<file path="config.mk">
export PLATFORM = sky130hd
export DESIGN_NAME = gpu_frontend_top
export DESIGN_NICKNAME = d
export VERILOG_FILES = /design/src/source/gpu_fe_pkg.sv /design/src/source/gpu_frontend_top.sv /design/src/source/idecode_fields.sv /design/src/source/inst_buffer.sv /design/src/source/split_table.sv /design/src/source/warp_decode.sv
export SDC_FILE = /design/constraint.sdc
export NUM_CORES = 1
export LEC_CHECK = 0
export ABC_AREA = 1
export BUFFER_PORTS_ARGS = -buffer_cell sky130_fd_sc_hd__buf_2
export CORE_AREA = 2 2 236 238
export DETAILED_ROUTE_END_ITERATION = 16
export DIE_AREA = 0 0 238 240
export PLACE_DENSITY_LB_ADDON = 0.15
export SLEW_MARGIN = 20
export SYNTH_ARGS = -nofsm -noshare
export SYNTH_HDL_FRONTEND = slang
export SYNTH_SLANG_ARGS = --single-unit
</file>
<file path="constraint.sdc">
create_clock -name clk -period 10.1 [get_ports clk]
set_input_delay 0 -clock clk [delete_from_list [all_inputs] [get_ports clk]]
set_output_delay 0 -clock clk [all_outputs]
set_load 0.1 [all_outputs]
</file>
<file path="src/source/gpu_fe_pkg.sv">
// ****************************************
// Shared widths, opcodes and types of the warp front end
// Opcode sits in bits 6..0 as in RV32I
// IBUF_DEPTH must be a power of two
// ****************************************

package gpu_fe_pkg;

  localparam int NUM_WARPS   = 4;
  localparam int NUM_THREADS = 8;
  localparam int IBUF_DEPTH  = 4;

  localparam int WARP_W     = $clog2(NUM_WARPS);
  localparam int IBUF_PTR_W = $clog2(IBUF_DEPTH);
  localparam int IBUF_CNT_W = $clog2(IBUF_DEPTH + 1);

  typedef logic [31:0]          inst_word_t;
  typedef logic [31:0]          addr_t;
  typedef logic [31:0]          data_t;
  typedef logic [WARP_W-1:0]    warp_id_t;
  typedef logic [NUM_THREADS-1:0] thread_mask_t;
  typedef logic [4:0]           reg_idx_t;
  typedef logic [6:0]           opcode_t;
  typedef logic [IBUF_PTR_W-1:0] ibuf_ptr_t;
  typedef logic [IBUF_CNT_W-1:0] ibuf_cnt_t;

  // Major opcodes, standard RV32I encoding
  localparam opcode_t OPC_LUI    = 7'b0110111;
  localparam opcode_t OPC_AUIPC  = 7'b0010111;
  localparam opcode_t OPC_JAL    = 7'b1101111;
  localparam opcode_t OPC_JALR   = 7'b1100111;
  localparam opcode_t OPC_BRANCH = 7'b1100011;
  localparam opcode_t OPC_LOAD   = 7'b0000011;
  localparam opcode_t OPC_STORE  = 7'b0100011;
  localparam opcode_t OPC_ARITHI = 7'b0010011;
  localparam opcode_t OPC_ARITH  = 7'b0110011;

  // Decode sequencer states
  typedef enum logic {
    IDLE,
    UPDATE
  } decode_state_t;

endpackage

</file>
<file path="src/source/gpu_frontend_top.sv">
// ****************************************
// Warp front end: decode, split table, buffer
// No handshake on fetch; rdy is a level enable
// ****************************************

`timescale 1ns/1ns

module gpu_frontend_top
  import gpu_fe_pkg::*;
(
  input  logic         clk,
  input  logic         rst_n,
  input  logic         rdy,
  input  logic         fetch_valid,
  input  inst_word_t   fetch_inst,
  input  addr_t        fetch_pc,
  input  warp_id_t     fetch_warp,
  input  logic         mask_load,
  input  warp_id_t     mask_warp,
  input  thread_mask_t mask_value,
  input  warp_id_t     query_warp,
  output addr_t        query_pc,
  output logic         query_stalled,
  input  logic         issue_pop,
  output logic         issue_valid,
  output addr_t        issue_pc,
  output warp_id_t     issue_warp,
  output thread_mask_t issue_mask,
  output opcode_t      issue_opcode,
  output reg_idx_t     issue_rd,
  output reg_idx_t     issue_rs1,
  output reg_idx_t     issue_rs2,
  output data_t        issue_imm,
  output logic         decode_error
);

  warp_id_t     rd_warp;
  thread_mask_t rd_mask;
  logic         upd_valid;
  warp_id_t     upd_warp;
  addr_t        upd_pc;
  logic         upd_stall;
  logic         wr_valid;
  addr_t        wr_pc;
  warp_id_t     wr_warp;
  thread_mask_t wr_mask;
  opcode_t      wr_opcode;
  reg_idx_t     wr_rd;
  reg_idx_t     wr_rs1;
  reg_idx_t     wr_rs2;
  data_t        wr_imm;
  logic         buf_full;
  logic         buf_empty;

  assign issue_valid = !buf_empty;

  warp_decode u_warp_decode (
    .clk          (clk),
    .rst_n        (rst_n),
    .rdy          (rdy),
    .buf_full     (buf_full),
    .fetch_valid  (fetch_valid),
    .fetch_inst   (fetch_inst),
    .fetch_pc     (fetch_pc),
    .fetch_warp   (fetch_warp),
    .rd_warp      (rd_warp),
    .rd_mask      (rd_mask),
    .upd_valid    (upd_valid),
    .upd_warp     (upd_warp),
    .upd_pc       (upd_pc),
    .upd_stall    (upd_stall),
    .wr_valid     (wr_valid),
    .wr_pc        (wr_pc),
    .wr_warp      (wr_warp),
    .wr_mask      (wr_mask),
    .wr_opcode    (wr_opcode),
    .wr_rd        (wr_rd),
    .wr_rs1       (wr_rs1),
    .wr_rs2       (wr_rs2),
    .wr_imm       (wr_imm),
    .decode_error (decode_error)
  );

  split_table u_split_table (
    .clk           (clk),
    .rst_n         (rst_n),
    .rd_warp       (rd_warp),
    .rd_mask       (rd_mask),
    .upd_valid     (upd_valid),
    .upd_warp      (upd_warp),
    .upd_pc        (upd_pc),
    .upd_stall     (upd_stall),
    .mask_load     (mask_load),
    .mask_warp     (mask_warp),
    .mask_value    (mask_value),
    .query_warp    (query_warp),
    .query_pc      (query_pc),
    .query_stalled (query_stalled)
  );

  inst_buffer u_inst_buffer (
    .clk         (clk),
    .rst_n       (rst_n),
    .wr_valid    (wr_valid),
    .wr_pc       (wr_pc),
    .wr_warp     (wr_warp),
    .wr_mask     (wr_mask),
    .wr_opcode   (wr_opcode),
    .wr_rd       (wr_rd),
    .wr_rs1      (wr_rs1),
    .wr_rs2      (wr_rs2),
    .wr_imm      (wr_imm),
    .pop         (issue_pop),
    .full        (buf_full),
    .empty       (buf_empty),
    .head_pc     (issue_pc),
    .head_warp   (issue_warp),
    .head_mask   (issue_mask),
    .head_opcode (issue_opcode),
    .head_rd     (issue_rd),
    .head_rs1    (issue_rs1),
    .head_rs2    (issue_rs2),
    .head_imm    (issue_imm)
  );

endmodule

</file>
<file path="src/source/idecode_fields.sv">
// ****************************************
// Pure combinational field extraction
// Fields a format does not use are driven to zero
// ****************************************

`timescale 1ns/1ns

module idecode_fields
  import gpu_fe_pkg::*;
(
  input  inst_word_t inst,
  output opcode_t    opcode,
  output reg_idx_t   rd,
  output reg_idx_t   rs1,
  output reg_idx_t   rs2,
  output data_t      imm,
  output logic       illegal
);

  assign opcode = inst[6:0];

  always_comb begin
    rd      = '0;
    rs1     = '0;
    rs2     = '0;
    imm     = '0;
    illegal = 1'b0;
    case (opcode)
      OPC_LUI, OPC_AUIPC: begin  // U-type
        rd  = inst[11:7];
        imm = {inst[31:12], 12'b0};
      end
      OPC_JAL: begin  // J-type
        rd  = inst[11:7];
        imm = {{12{inst[31]}}, inst[19:12], inst[20], inst[30:21], 1'b0};
      end
      OPC_JALR, OPC_LOAD, OPC_ARITHI: begin  // I-type
        rd  = inst[11:7];
        rs1 = inst[19:15];
        imm = {{20{inst[31]}}, inst[31:20]};
      end
      OPC_BRANCH: begin  // B-type
        rs1 = inst[19:15];
        rs2 = inst[24:20];
        imm = {{20{inst[31]}}, inst[7], inst[30:25], inst[11:8], 1'b0};
      end
      OPC_STORE: begin  // S-type
        rs1 = inst[19:15];
        rs2 = inst[24:20];
        imm = {{20{inst[31]}}, inst[31:25], inst[11:7]};
      end
      OPC_ARITH: begin
        // R-type carries no immediate
        rd  = inst[11:7];
        rs1 = inst[19:15];
        rs2 = inst[24:20];
      end
      default: begin
        illegal = 1'b1;
      end
    endcase
  end

endmodule

</file>
<file path="src/source/inst_buffer.sv">
// ****************************************
// Circular FIFO of decoded instructions
// A write while full lands only with a pop
// Pops while empty are ignored
// ****************************************

`timescale 1ns/1ns

module inst_buffer
  import gpu_fe_pkg::*;
(
  input  logic         clk,
  input  logic         rst_n,
  input  logic         wr_valid,
  input  addr_t        wr_pc,
  input  warp_id_t     wr_warp,
  input  thread_mask_t wr_mask,
  input  opcode_t      wr_opcode,
  input  reg_idx_t     wr_rd,
  input  reg_idx_t     wr_rs1,
  input  reg_idx_t     wr_rs2,
  input  data_t        wr_imm,
  input  logic         pop,
  output logic         full,
  output logic         empty,
  output addr_t        head_pc,
  output warp_id_t     head_warp,
  output thread_mask_t head_mask,
  output opcode_t      head_opcode,
  output reg_idx_t     head_rd,
  output reg_idx_t     head_rs1,
  output reg_idx_t     head_rs2,
  output data_t        head_imm
);

  addr_t        pc_mem     [IBUF_DEPTH];
  warp_id_t     warp_mem   [IBUF_DEPTH];
  thread_mask_t mask_mem   [IBUF_DEPTH];
  opcode_t      opcode_mem [IBUF_DEPTH];
  reg_idx_t     rd_mem     [IBUF_DEPTH];
  reg_idx_t     rs1_mem    [IBUF_DEPTH];
  reg_idx_t     rs2_mem    [IBUF_DEPTH];
  data_t        imm_mem    [IBUF_DEPTH];

  ibuf_ptr_t wr_ptr;
  ibuf_ptr_t rd_ptr;
  ibuf_cnt_t count;
  logic      push;
  logic      take;

  assign full  = (count == ibuf_cnt_t'(IBUF_DEPTH));
  assign empty = (count == '0);
  assign push  = wr_valid && (!full || take);  // Head slot frees at the same edge
  assign take  = pop && !empty;

  always_ff @(posedge clk or negedge rst_n) begin
    if (!rst_n) begin
      wr_ptr <= '0;
      rd_ptr <= '0;
      count  <= '0;
    end else begin
      if (push) wr_ptr <= wr_ptr + 1'b1;  // Wraps at the power-of-two depth
      if (take) rd_ptr <= rd_ptr + 1'b1;
      if (push && !take) count <= count + 1'b1;
      else if (take && !push) count <= count - 1'b1;
    end
  end

  always_ff @(posedge clk) begin
    if (push) begin
      pc_mem[wr_ptr]     <= wr_pc;
      warp_mem[wr_ptr]   <= wr_warp;
      mask_mem[wr_ptr]   <= wr_mask;
      opcode_mem[wr_ptr] <= wr_opcode;
      rd_mem[wr_ptr]     <= wr_rd;
      rs1_mem[wr_ptr]    <= wr_rs1;
      rs2_mem[wr_ptr]    <= wr_rs2;
      imm_mem[wr_ptr]    <= wr_imm;
    end
  end

  // Head entry, meaningful only while not empty
  assign head_pc     = pc_mem[rd_ptr];
  assign head_warp   = warp_mem[rd_ptr];
  assign head_mask   = mask_mem[rd_ptr];
  assign head_opcode = opcode_mem[rd_ptr];
  assign head_rd     = rd_mem[rd_ptr];
  assign head_rs1    = rs1_mem[rd_ptr];
  assign head_rs2    = rs2_mem[rd_ptr];
  assign head_imm    = imm_mem[rd_ptr];

endmodule

</file>
<file path="src/source/split_table.sv">
// ****************************************
// Per-warp mask, PC and stall flag
// Stall is sticky until reset; a stalling update keeps the PC
// ****************************************

`timescale 1ns/1ns

module split_table
  import gpu_fe_pkg::*;
(
  input  logic         clk,
  input  logic         rst_n,
  input  warp_id_t     rd_warp,
  output thread_mask_t rd_mask,
  input  logic         upd_valid,
  input  warp_id_t     upd_warp,
  input  addr_t        upd_pc,
  input  logic         upd_stall,
  input  logic         mask_load,
  input  warp_id_t     mask_warp,
  input  thread_mask_t mask_value,
  input  warp_id_t     query_warp,
  output addr_t        query_pc,
  output logic         query_stalled
);

  thread_mask_t mask_q  [NUM_WARPS];
  addr_t        pc_q    [NUM_WARPS];
  logic         stall_q [NUM_WARPS];

  always_ff @(posedge clk or negedge rst_n) begin
    if (!rst_n) begin
      for (int w = 0; w < NUM_WARPS; w++) begin
        mask_q[w]  <= '1;  // All lanes active
        pc_q[w]    <= '0;
        stall_q[w] <= 1'b0;
      end
    end else begin
      // Updates never touch the mask
      if (mask_load) mask_q[mask_warp] <= mask_value;
      if (upd_valid) begin
        if (upd_stall) stall_q[upd_warp] <= 1'b1;
        else pc_q[upd_warp] <= upd_pc;
      end
    end
  end

  assign rd_mask       = mask_q[rd_warp];
  assign query_pc      = pc_q[query_warp];
  assign query_stalled = stall_q[query_warp];

endmodule

</file>
<file path="src/source/warp_decode.sv">
// ****************************************
// Two-state decode sequencer, moves only on advance cycles
// Fetch inputs must hold for two advance cycles
// Illegal opcodes only set the sticky decode_error
// ****************************************

`timescale 1ns/1ns

module warp_decode
  import gpu_fe_pkg::*;
(
  input  logic         clk,
  input  logic         rst_n,
  input  logic         rdy,
  input  logic         buf_full,
  input  logic         fetch_valid,
  input  inst_word_t   fetch_inst,
  input  addr_t        fetch_pc,
  input  warp_id_t     fetch_warp,
  output warp_id_t     rd_warp,
  input  thread_mask_t rd_mask,
  output logic         upd_valid,
  output warp_id_t     upd_warp,
  output addr_t        upd_pc,
  output logic         upd_stall,
  output logic         wr_valid,
  output addr_t        wr_pc,
  output warp_id_t     wr_warp,
  output thread_mask_t wr_mask,
  output opcode_t      wr_opcode,
  output reg_idx_t     wr_rd,
  output reg_idx_t     wr_rs1,
  output reg_idx_t     wr_rs2,
  output data_t        wr_imm,
  output logic         decode_error
);

  decode_state_t state;
  warp_id_t      cur_warp;  // Warp latched in IDLE
  opcode_t       dec_opcode;
  reg_idx_t      dec_rd;
  reg_idx_t      dec_rs1;
  reg_idx_t      dec_rs2;
  data_t         dec_imm;
  logic          dec_illegal;
  logic          advance;
  logic          do_update;

  idecode_fields u_idecode_fields (
    .inst    (fetch_inst),
    .opcode  (dec_opcode),
    .rd      (dec_rd),
    .rs1     (dec_rs1),
    .rs2     (dec_rs2),
    .imm     (dec_imm),
    .illegal (dec_illegal)
  );

  // A full buffer stalls exactly like rdy low
  assign advance   = rdy && !buf_full;
  assign do_update = advance && (state == UPDATE) && !dec_illegal;
  assign rd_warp   = cur_warp;

  always_ff @(posedge clk or negedge rst_n) begin
    if (!rst_n) begin
      state        <= IDLE;
      cur_warp     <= '0;
      wr_valid     <= 1'b0;
      upd_valid    <= 1'b0;
      decode_error <= 1'b0;
    end else begin
      wr_valid  <= do_update;  // Single-cycle strobes
      upd_valid <= do_update;
      if (advance) begin
        case (state)
          IDLE: begin
            if (fetch_valid) begin
              cur_warp <= fetch_warp;
              state    <= UPDATE;
            end
          end
          UPDATE: begin
            if (dec_illegal) decode_error <= 1'b1;
            state <= IDLE;
          end
          default: state <= IDLE;
        endcase
      end
    end
  end

  // Buffer entry and table update payload
  always_ff @(posedge clk) begin
    if (do_update) begin
      wr_pc     <= fetch_pc;
      wr_warp   <= cur_warp;
      wr_mask   <= rd_mask;
      wr_opcode <= dec_opcode;
      wr_rd     <= dec_rd;
      wr_rs1    <= dec_rs1;
      wr_rs2    <= dec_rs2;
      wr_imm    <= dec_imm;
      upd_warp  <= cur_warp;
      if (dec_opcode == OPC_AUIPC || dec_opcode == OPC_BRANCH) begin
        upd_stall <= 1'b1;
        upd_pc    <= fetch_pc;  // Table keeps its PC on a stall
      end else if (dec_opcode == OPC_JAL || dec_opcode == OPC_JALR) begin
        upd_stall <= 1'b0;
        upd_pc    <= fetch_pc + dec_imm;  // rs1 not read for JALR
      end else begin
        upd_stall <= 1'b0;
        upd_pc    <= fetch_pc + 32'd4;
      end
    end
  end

endmodule
</file>
==> results.md, run 1 <==
* Largest stage delay on the critical path at 920 ps
* Predominant post-synthesis flop cell: edfxtp_1
* Max Clk Rate at about 250 MHz
* Synthesized area at around 30000 sq um
* M1 wire length at between 30000 and 40000 um
* DR iter-0 viols at roughly 2000
* Peak supply drop at roughly 330 uV
* Worst setup SP type: register
* Initial antenna violation count at 1
* Post-CTS setup repair buffer count at 0
* Total number of vias at about 22000
* Final Net Count at ~3200
* Num CTS Buffers at between 70 and 80
* Placer Congestion at around 0.94
* Worst-path maximum fanout at between 100 and 150
* Max Cap Viol at 0
* Total Wirelength at around 84000 um
* CP max stage cell: buf_4
* Nature of the critical path endpoint: output pin
* Area delta synth->final at 16.5%
* Fin. Hold Viols at 0
* First-pass GRT wire length at between 100000 and 150000 um
* Cell mode on critical path: buf_4
* Root buffer cell: clkbuf_16
* Count of input and output buffers at 214
* Setup Total Neg Slack at 0 ps
* Metal3 WL at between 5000 and 6000 um
* Area of the die at between 50000 and 60000 sq um
* Crit-path leading delay family: buffers and inverters
* Dpl hpwl at between 50000 and 60000 um
* Hold Path Class: primary input to asynchronous set/reset pin
* CTS tree: yes
* Placed cell area at about 32000 sq um
* Number of routed nets with antenna violations at 0
* Async S/R FF share, synth at 0.255
* Ys Warns at 0
* Max Used Layer: met4
* Diodes inserted at 0
* Via count of the first global-routing pass at 21100
* Total power at roughly 0.0096 W
* Site row count at between 80 and 90
* Hold buffers post-CTS at 87
* Clk slew on worst S/H paths at 60 ps
* Final min period at between 3000 and 4000 ps
* Worst slew pin tran at approximately 1100 ps
* Layout cells sized above 1 at 0.136
* Met2 wire len at 40800 um
* Gr ovfl total at 0
* Worst relative slew slack at 0.267
* Sequential share of the synthesized area at 0.665
* Drt first pass iters at 6
* Pwr per Cell Area at between 200 and 300 nW/um^2
* Clock Path Buffers at 3
* H-tree Lvls at 3
* Clock Latency Late Sink at about 600 ps
* Initial Util at 0.546
* CP arrival at just under 4000 ps
* Crit path buf inv count at 3
* Number of setup violations in the final report at 0
* Pins Over Slew Limit at 0
* PostCTS Resize Cnt at 0
* Post-route cell area at 34800 sq um
* DR DRC count at 0
* Post-synth EDFFs at 513
* I/O pins at about 220
* CTS sink count at approximately 690
* Flops & latches, synth at a little under 700
* Post-synth cell types at slightly below 50
* Skew final at roughly 15 ps
* Post-Synthesis Cells at about 2800
* Core Area at around 55000 sq um
* Via-to-Cell Ratio at between 5 and 6
* Total global-route track usage at 0.295
* Syn_nets at 2955
* Unrepaired setup endpoints after global routing: no
* Syn Area/Cell at 10.5 sq um
* Setup CP Type: register to output pin
* Fin cells at roughly 3900
* Critical path required time at around 10000 ps
* Wire length per cell at between 20 and 25 um
* Final period util at 0.389
* Run status: finished clean
* Die height at 240 um
* Die X at between 200 and 250 um
* Largest net degree at the start of global routing at ~110
* Worst-path cell chain: buf_4, buf_4, o21ai_0, o22ai_1, buf_2
* Leak pwr at ~14 nW
* Layout filler cell count at 4283
* DP Cell Count at between 3000 and 4000
==> cells in the final DEF (no fill, tap or decap), types with 66 or more instances in the layout <==
cell type / count
clkbuf_16: 74
o22ai_1: 142
edfxtp_1: 513
nand2_1: 493
nand3_1: 66
dlygate4sd3_1: 87
dfrtp_1: 142
inv_1: 204
o21ai_0: 461
nor2_1: 403
buf_2: 213
==> power breakdown <==
| part | internal [W] | leakage (nW) | switching (W) | total [W] |
|---|---|---|---|---|
| clock network | 0.00150 | 1.14 | 0.00108 | 0.00258 |
| registers | 0.00316 | 7.00 | 0.000103 | 0.00326 |
| logic | 0.000599 | 5.83 | 0.00316 | 0.00376 |
==> path summary, 6_finish.rpt <==
kind,slack (ps),depth (start not counted),from,to
hold reg to reg,480,2,u_split_table.pc_q[51],u_split_table.pc_q[51]
hold / removal,50,2,rst_n,u_split_table.pc_q[7]
min in group clk,50,4,mask_load,u_split_table.mask_q[12]
setup / recovery,6180,5,u_inst_buffer.rd_ptr[0],issue_mask[3]
setup reg to reg,7610,9,u_inst_buffer.count[0],u_warp_decode.rd_warp[0]
max in group asynchronous,8450,3,rst_n,u_inst_buffer.rd_ptr[0]
==> sequential cells by signal, summed over array words and instances, names as in the netlist, 20 cells and up <==
name	count
u_inst_buffer.imm_mem	128
u_inst_buffer.pc_mem	128
u_split_table.pc_q	128
u_inst_buffer.mask_mem	32
u_split_table.mask_q	32
u_warp_decode.upd_pc	32
u_warp_decode.wr_imm	32
u_warp_decode.wr_pc	32
u_inst_buffer.opcode_mem	28
u_inst_buffer.rd_mem	20
u_inst_buffer.rs1_mem	20
u_inst_buffer.rs2_mem	20
==> cell families (layout without fill, tap and decap cells) <==
group	after synthesis	in the layout	share of synthesized area
buffers and inverters	340	670	0.0436
adder cells (fa/ha/maj)	39	39	0.0169
XOR/XNOR	20	20	0.00587
flip-flops	689	689	0.665
multiplexers	1	1	0.000377
AO/OA/AOI/OAI	698	698	0.125
AND/OR/NAND/NOR	1045	1045	0.142
==> metal layers <==
layer  track usage  up-vias
met5             0        -
met3        0.0381      105
met2         0.491      798
met4        0.0763        0
met1         0.415    11000
li1              -    10400
==> worst reg2reg max path: stages (launching register included) <==
cell	delay [ps]
dfrtp_1	440
nor3_1	210
inv_1	90
nand2_1	120
inv_1	80
nand3_1	150
nor2_1	70
dlygate4sd3_1	570
a21oi_1	130
dlygate4sd3_1	570
==> cell type report <==
| class | instances | area [sq um] | area share |
|---|---|---|---|
| Sequential cell | 689 | 19900 | 0.571 |
| Multi-Input combinational cell | 1803 | 8730 | 0.251 |
| Timing Repair Buffer | 327 | 2170 | 0.0623 |
| Clock buffer | 91 | 1990 | 0.0571 |
| Tap cell | 704 | 881 | 0.0253 |
| Inverter | 214 | 806 | 0.0232 |
| Clock inverter | 38 | 338 | 0.00972 |
==> cells in the mapped netlist (10+ instances only) <==
cell      instances  area [sq um]
dfstp_2          32           841
o21ai_0         461          2310
dfrtp_1         144          3600
clkbuf_1        113           424
nand3_1          67           335
nand2_1         493          1850
nand4_1          14          87.6
nor2_1          407          1530
nand3b_1         10          75.1
buf_2            11          55.1
o22ai_1         142           888
xor2_1           15           131
inv_1           207           777
nor3_1           19          95.1
ha_1             37           463
o21ai_1          10          50.1
a21oi_1          60           300
edfxtp_1        513         15400
==> per-stage QoR <==
| stage | util | hold WS, ps | worst slack, ps |
|---|---|---|---|
| floorplan | - | -296 | 3870 |
| global placement | 0.577 | 188 | 6450 |
| detailed placement | 0.577 | 196 | 6530 |
| CTS | 0.635 | 7.85 | 6110 |
| global route | 0.636 | 84.9 | 5990 |
| finish | 0.636 | 48.4 | 6180 |
(Power assumes the default switching activity.)
==> inputs of run 2 (changes only) <==
- CORE_AREA: 2 2 236 238 -> 2 2 226 228
- DIE_AREA: 0 0 238 240 -> 0 0 228 230
- clock period: 10.1 -> 3.8 ns (I/O delays scaled with it)
==> run 2 against run 1 <==
  * Setup slack got worse by 5600 ps
  * Critical path depth increased by 14
  * Largest cell class unchanged
  * Non-clock buffer count increased by 18
  * Critical endpoint is now u_warp_decode.upd_pc[16]
  * Via count increased by 1.3%
  * Largest power group unchanged
==> results.md, run 2 (synthesis gave the netlist of run 1 again) <==
* Peak supply drop at 810 uV (+150%)
* Wire length per cell at 21.7 um (-0.54%)
* Die height at 230 um (-4.2%)
* Fin worst setup slack at 547 ps (-5630 ps)
* Critical path required time at 4140 ps (-5960 ps)
* Placer Congestion at 0.998 (+6.0%)
* WHS Endpoint: u_split_table.mask_q[26]
* Total power at 0.0254 W (+160%)
* Die X at 228 um (-4.2%)
* Core Area at 49900 sq um (-8.8%)
* Clock Latency Late Sink at 620 ps (about the same)
* Area delta synth->final at 16.9%
* CTS sink count at 689 (unchanged)
* Via-to-Cell Ratio at 5.87 (+1.8%)
* Min-Delay Path Depth at 4
* Total global-route track usage at 0.317 (+0.0225)
* Worst-path cell chain: dlygate4sd3_1, buf_2, nor2_4, nand3_1, a21bo_2, a22o_1, ha_1, inv_1, fa_1, inv_1, nand3_1, nand3_1, nand2_1, nand2_1, nand2_1, nand3_1, a21oi_1, o21ai_0, a21oi_1
* Number of setup violations in the final report at 0 (unchanged)
* Pwr per Cell Area at 728 nW/um^2 (+160%)
* Layout filler cell count at 3617 (-16%)
* Largest stage delay on the critical path at 540 ps (-380 ps)
* Count of input and output buffers at 214 (unchanged)
* H-tree Lvls at 3 (unchanged)
* Most frequent cells in the layout: edfxtp_1 (513), nand2_1 (491), o21ai_0 (461)
* Cell count of the worst reg-to-reg path at 9 (unchanged)
* Dpl hpwl at 54800 um (+0.58%)
* Final min period at 3250 ps
* Post-CTS setup repair buffer count at 0 (unchanged)
* Worst Min Path Start: mask_warp[1]
* Max Clk Rate at about 310 MHz
* CP arrival at 3590 ps (-330 ps)
* Site row count at 82 (-4.7%)
* Number of routed nets with antenna violations at 0 (unchanged)
* Total number of vias at 22600 (+1.3%)
* Worst-path maximum fanout at 6 (-94%)
* Initial antenna violation count at 1 (unchanged)
* Max Cap Viol at 0 (unchanged)
* Clk slew on worst S/H paths at 60 ps (about the same)
* PostCTS Resize Cnt at 0 (unchanged)
* Area of the die at 52400 sq um (-8.2%)
* Drt first pass iters at 6 (unchanged)
* Fin. Hold Viols at 0 (unchanged)
* Reg-to-Reg Start: u_inst_buffer.count[0]
* Most common cell after layout, fill and taps aside: edfxtp_1
* DR iter-0 viols at 2260 (+11%)
* Worst slew pin tran at 1040 ps (-62.1 ps)
* Leak pwr at 14.0 nW (+0.39%)
* Num CTS Buffers at 69 (-4.2%)
* DR DRC count at 0 (unchanged)
* Gr ovfl total at 0 (unchanged)
* Worst relative slew slack at 0.309 (+0.0414)
* CP max stage cell: dlygate4sd3_1
* Setup Total Neg Slack at 0 ps (unchanged)
* First-pass GRT wire length at 126000 um (+0.32%)
* Run status: finished clean
* End-of-flow core utilization at 0.699 (+0.0636)
* CTS tree: yes
* Reg-to-reg slack, setup at 1320 ps (-6290 ps)
* Root buffer cell: clkbuf_16
* Via count of the first global-routing pass at 21500 (+2.0%)
* Nature of the critical path endpoint: register
* Unrepaired setup endpoints after global routing: no
* Clock Path Buffers at 3 (unchanged)
* Largest net degree at the start of global routing at 194 (+75%)
* Skew final at 18.2 ps (+3.01 ps)
* Worst setup SP type: primary input
* DP Cell Count at 3635 (-0.38%)
* I/O pins at 215 (unchanged)
* Layout cells sized above 1 at 0.140 (+0.00394)
* Cell mode on critical path: nand3_1
* Final period util at 0.856
* DP Worst Slack at 529 ps (-6000 ps)
* Hold Path Class: primary input to register
* Worst Setup SP: fetch_inst[3]
* Biggest regs: u_inst_buffer.imm_mem x128, u_inst_buffer.pc_mem x128, u_split_table.pc_q x128
* Setup CP Type: primary input to register
* Fin cells at 3846 (-0.52%)
* Crit path buf inv count at 4 (+1)
* Total Wirelength at 83400 um (-1.1%)
* FF-to-FF End: u_warp_decode.rd_warp[1]
* Pins Over Slew Limit at 0 (unchanged)
* Final Net Count at 3245 (+0.46%)
* Initial Util at 0.598 (+0.0525)
* Crit-path leading delay family: simple AND/OR/NAND/NOR gates
run 2: changes by cell type in the layout (fill, tap and decap cells not counted), moves of 2 or more:
cell        before  now
nand2_2          4    6
bufinv_16        4    6
inv_6            2    4
inv_2            8   10
buf_4           25   34
clkinv_2        11    5
clkbuf_8         8    3
inv_16           2    0
clkbuf_16       74   71
buf_12           0    9
nand2_1        493  491
clkinvlp_4       3    5
clkinv_1        14   12
clkbuf_1        10   12
run 2: power by group:
group | internal, W | switching (W) | total, W
combinational | 0.00165 | 0.00837 | 0.0100
sequential | 0.00839 | 0.000261 | 0.00865
clock | 0.00390 | 0.00283 | 0.00674
total | 0.0139 | 0.0115 | 0.0254
run 2: metrics by stage:
step	hold slack, ps	instance area (sq um)
finish	45.8	34900
global route	87.9	34900
CTS	23.6	34900
detailed placement	167	31800
global placement	158	31800
floorplan	-296	29900
run 2: per-layer routing:
metal	global-route usage	wire (um)	up-vias
met5	0	0	-
met4	0.0938	1990	0
met3	0.0432	6190	118
met2	0.523	40300	1003
met1	0.446	34800	11000
li1	-	-	10400
run 2: timing repair:
| item | in CTS | in global routing |
|---|---|---|
| setup endpoints to repair | 0 | 0 |
| endpoints found under the hold margin | 253 | 0 |
| hold buffers | 88 | 0 |
run 2: area by class of cell:
cell class	instances	area, sq um	area share
inverters	214	806	0.0231
clock inverters	36	369	0.0106
diodes	1	2.50	0.0000718
clock buffers	86	1860	0.0534
well taps	672	841	0.0241
repair buffers	345	2390	0.0686
flip-flops and latches	689	19900	0.569
multi-input cells	1803	8750	0.251
run 2: worst reg2reg max path: cells and delay by family (launching register included):
family / cells / cell delay (ps)
flip-flops: 1 / 430
AO/OA/AOI/OAI: 1 / 120
buffers and inverters: 4 / 1310
AND/OR/NAND/NOR: 4 / 550
run 2: worst max-delay path by stage:
stage	endpoint	slack, ps	depth (start not counted)
after floorplan	u_inst_buffer.imm_mem[0][0]	-1440	4
after global placement	u_warp_decode.upd_pc[16]	580	20
after detailed placement	u_warp_decode.upd_pc[16]	530	20
after CTS	u_warp_decode.upd_pc[16]	610	19
after global routing	u_warp_decode.upd_pc[16]	250	21
final	u_warp_decode.upd_pc[16]	550	19
==> inputs of run 3 (changes only) <==
- ABC_AREA: 1 -> not set
- CORE_AREA: 2 2 226 228 -> 2 2 221 223
- DIE_AREA: 0 0 228 230 -> 0 0 223 225
==> run 3 against run 2 <==
  * Clock skew grew 3.6 ps
  * Via count down 30%
  * Cell area down 3.6%
  * Sequential share of layout area grew 2.2 points
  * Non-clock buffer count increased by 16
  * Largest power group is now sequential cells
==> results.md, run 3 <==
* Total power at 0.0228 W (-10%)
* Post-synth cell types at 62 (+27%)
* Fin. Hold Viols at 0 (unchanged)
* Ys Warns at 0 (unchanged)
* CP Depth at 18 (-1)
* CTS sink count at 689 (unchanged)
* Layout cells sized above 1 at 0.376 (+0.237)
* Pins Over Slew Limit at 0 (unchanged)
* Post-route cell area at 33600 sq um (-3.6%)
* Count of input and output buffers at 214 (unchanged)
* Hold Path Class: primary input to asynchronous set/reset pin
* Area of the die at 50200 sq um (-4.3%)
* Total Wirelength at 65700 um (-21%)
* Placer Congestion at 0.885 (-11%)
* Synth area leader: edfxtp_1
* Cell count of the worst reg-to-reg path at 5 (-4)
* Sequential power share at 0.388 (+0.047)
* Via-to-Cell Ratio at 6.11 (+4.2%)
* Num CTS Buffers at 70 (+1.4%)
* Crit-path leading delay family: compound AO/OA/AOI/OAI gates
* Reg-to-reg slack, setup at 1430 ps (+110 ps)
* CP max stage cell: dlygate4sd3_1
* DR DRC count at 0 (unchanged)
* Largest stage delay on the critical path at 550 ps (about the same)
* CTS tree: yes
* Initial Util at 0.595 (-0.00331)
* H-tree Lvls at 3 (unchanged)
* Reg-to-Reg Start: u_inst_buffer.count[0]
* Run status: finished clean
* Post-synth EDFFs at 513 (unchanged)
* Unrepaired setup endpoints after global routing: yes
* Setup CP Type: primary input to register
* Main area contributors after synthesis: edfxtp_1 (54%), dfrtp_1 (13%), mux4_2 (11%)
* Sequential share of the synthesized area at 0.702 (+0.0363)
* Area delta synth->final at 18.8%
* Clk pwr share at 0.286 (+0.021)
* Site row count at 80 (-2.4%)
* CP arrival at 4090 ps (+500 ps)
* Final Net Count at 2056 (-37%)
* I/O pins at 215 (unchanged)
* Worst-path cell chain: dlygate4sd3_1, buf_4, nor2b_4, nand3_4, or2_4, nand2_2, a22o_1, ha_4, nor2b_4, o31a_1, or4b_1, a221o_1, o22ai_4, o311ai_2, a41o_1, a21oi_2, nor2_1, a211oi_2
* Drt first pass iters at 5 (-1)
* Root buffer cell: clkbuf_16
* Crit path buf inv count at 2 (-2)
* Via count of the first global-routing pass at 16200 (-25%)
* Flops & latches, synth at 689 (unchanged)
* Wire length per cell at 25.3 um (+17%)
* Pwr per Cell Area at 677 nW/um^2 (-7.0%)
* Syn Area/Cell at 18.1 sq um (+71%)
* Max Cap Viol at 0 (unchanged)
* Placed cell area at 30500 sq um (-3.9%)
* Core Area at 47500 sq um (-4.6%)
* Worst-path maximum fanout at 6 (unchanged)
* Async S/R FF share, synth at 0.255 (unchanged)
* Final min period at 3650 ps (+401 ps)
* Total number of vias at 15900 (-30%)
* DR iter-0 viols at 1322 (-42%)
* Number of setup violations in the final report at 0 (unchanged)
* Biggest regs: u_inst_buffer.imm_mem x128, u_inst_buffer.pc_mem x128, u_split_table.pc_q x128
* Max Clk Rate at 274 MHz (-11%)
* Worst setup SP type: primary input
* Top-area cell type share of the netlist area at 0.545 (+0.0282)
* Worst relative slew slack at 0.350 (+0.0416)
* Die height at 225 um (-2.2%)
* Peak supply drop at 424 uV (-48%)
* Post-Synthesis Cells at 1566 (-45%)
* Internal Power at 0.0140 W (+0.68%)
* Skew final at 21.8 ps (+3.61 ps)
* Top-count cell post-synth: edfxtp_1
* Die X at 223 um (-2.2%)
* Dpl hpwl at 42200 um (-23%)
* Predominant post-synthesis flop cell: edfxtp_1
* Worst slew pin tran at 971 ps (-66.0 ps)
* Critical path required time at 4240 ps (+100 ps)
* Cell mode on critical path: nor2b_4
* Final period util at 0.962 (+0.106)
* Total global-route track usage at 0.266 (-0.0512)
* Clock Latency Late Sink at 600 ps (-20 ps)
* Leak pwr at 13.0 nW (-7.0%)
* Syn_nets at 1689 (-43%)
* NetSw at 0.00872 W (-24%)
* First-pass GRT wire length at 98900 um (-22%)
* Gr ovfl total at 0 (unchanged)
* Clk slew on worst S/H paths at 60 ps (about the same)
* Combinational share of power at 0.327 (-0.067)
* Initial antenna violation count at 3 (+2)
* Largest net degree at the start of global routing at 103 (-47%)
* Layout filler cell count at 2963 (-18%)
* Most common cell after layout, fill and taps aside: edfxtp_1
* Nature of the critical path endpoint: register
* Clock Path Buffers at 3 (unchanged)
* Most frequent cells in the layout: edfxtp_1 (513), buf_2 (212), mux2_2 (163)
* FF-to-FF End: u_inst_buffer.rd_mem[1][2]
* Commonest cells post-synth: edfxtp_1 (513), mux2_2 (163), dfrtp_1 (144)
* Synthesized area at 28300 sq um (-5.2%)
* Number of routed nets with antenna violations at 0 (unchanged)
* Sw frac at 0.383 (-0.0679)
## run 3: kinds of logic after synthesis
family	count (synthesis)	share of synthesized area
adder cells (fa/ha/maj)	39	0.0178
AO/OA/AOI/OAI	200	0.0459
flip-flops	689	0.702
XOR/XNOR	36	0.0111
buffers and inverters	89	0.0118
AND/OR/NAND/NOR	213	0.0378
multiplexers	300	0.174
## run 3: repair_timing
| item | 4_1_cts | 5_1_grt |
|---|---|---|
| hold buffers | 82 | 0 |
| setup buffers | 0 | 4 |
| endpoints found under the setup margin | 0 | 14 |
| gates resized for setup | 0 | 19 |
| endpoints found under the hold margin | 259 | 0 |
## run 3: through the flow
stage / hold WS (ps) / setup TNS, ps / util / setup WS, ps / std cells
after floorplan: -296 / -91270 / - / -702 / 1566
after global placement: 151 / -12.3 / 0.642 / -12.3 / 2390
after detailed placement: 184 / -276 / 0.642 / -100 / 2390
after CTS: 54.2 / 0 / 0.704 / 32.9 / 2590
after global routing: 105 / -76.7 / 0.707 / -52.1 / 2595
final: 87.9 / 0 / 0.707 / 146 / 2596
## run 3: area by class of cell
class	count	area, sq um	share of cell area
well taps	615	769	0.0229
clock buffers	85	1840	0.0547
repair buffers	361	2500	0.0744
clock inverters	33	285	0.00849
multi-input cells	788	8260	0.246
inverters	23	86.3	0.00257
flip-flops and latches	689	19900	0.591
diodes	2	5.00	0.000149
## run 3: worst max-delay path by stage
stage	from	end	slack (ps)
2_1_floorplan	fetch_inst[5]	u_warp_decode.upd_pc[0]	-700
3_3_place_gp	fetch_inst[1]	u_warp_decode.upd_pc[30]	-10
3_5_place_dp	fetch_inst[1]	u_warp_decode.upd_pc[30]	-100
4_1_cts	fetch_inst[5]	u_warp_decode.upd_pc[30]	30
5_1_grt	fetch_inst[5]	u_warp_decode.upd_pc[30]	-50
6_report	fetch_inst[5]	u_warp_decode.upd_pc[30]	150
## run 3: power groups by stage
stage               Sequential, W  Clock, W  Combinational, W
floorplan                 0.00865         0           0.00643
finish                    0.00882   0.00651           0.00743
CTS                       0.00884   0.00661           0.00748
detailed placement        0.00899         0           0.00737
global route              0.00888   0.00691           0.00767
global placement          0.00897         0           0.00734
## run 3: metal layers
layer  global-route usage  wire length, um  vias to the layer above
met3               0.0398             4260                      101
li1                     -                -                     6960
met2                0.422            31700                      628
met1                0.386            28200                     8178
met4               0.0894             1630                        4
met5                    0               21                        -
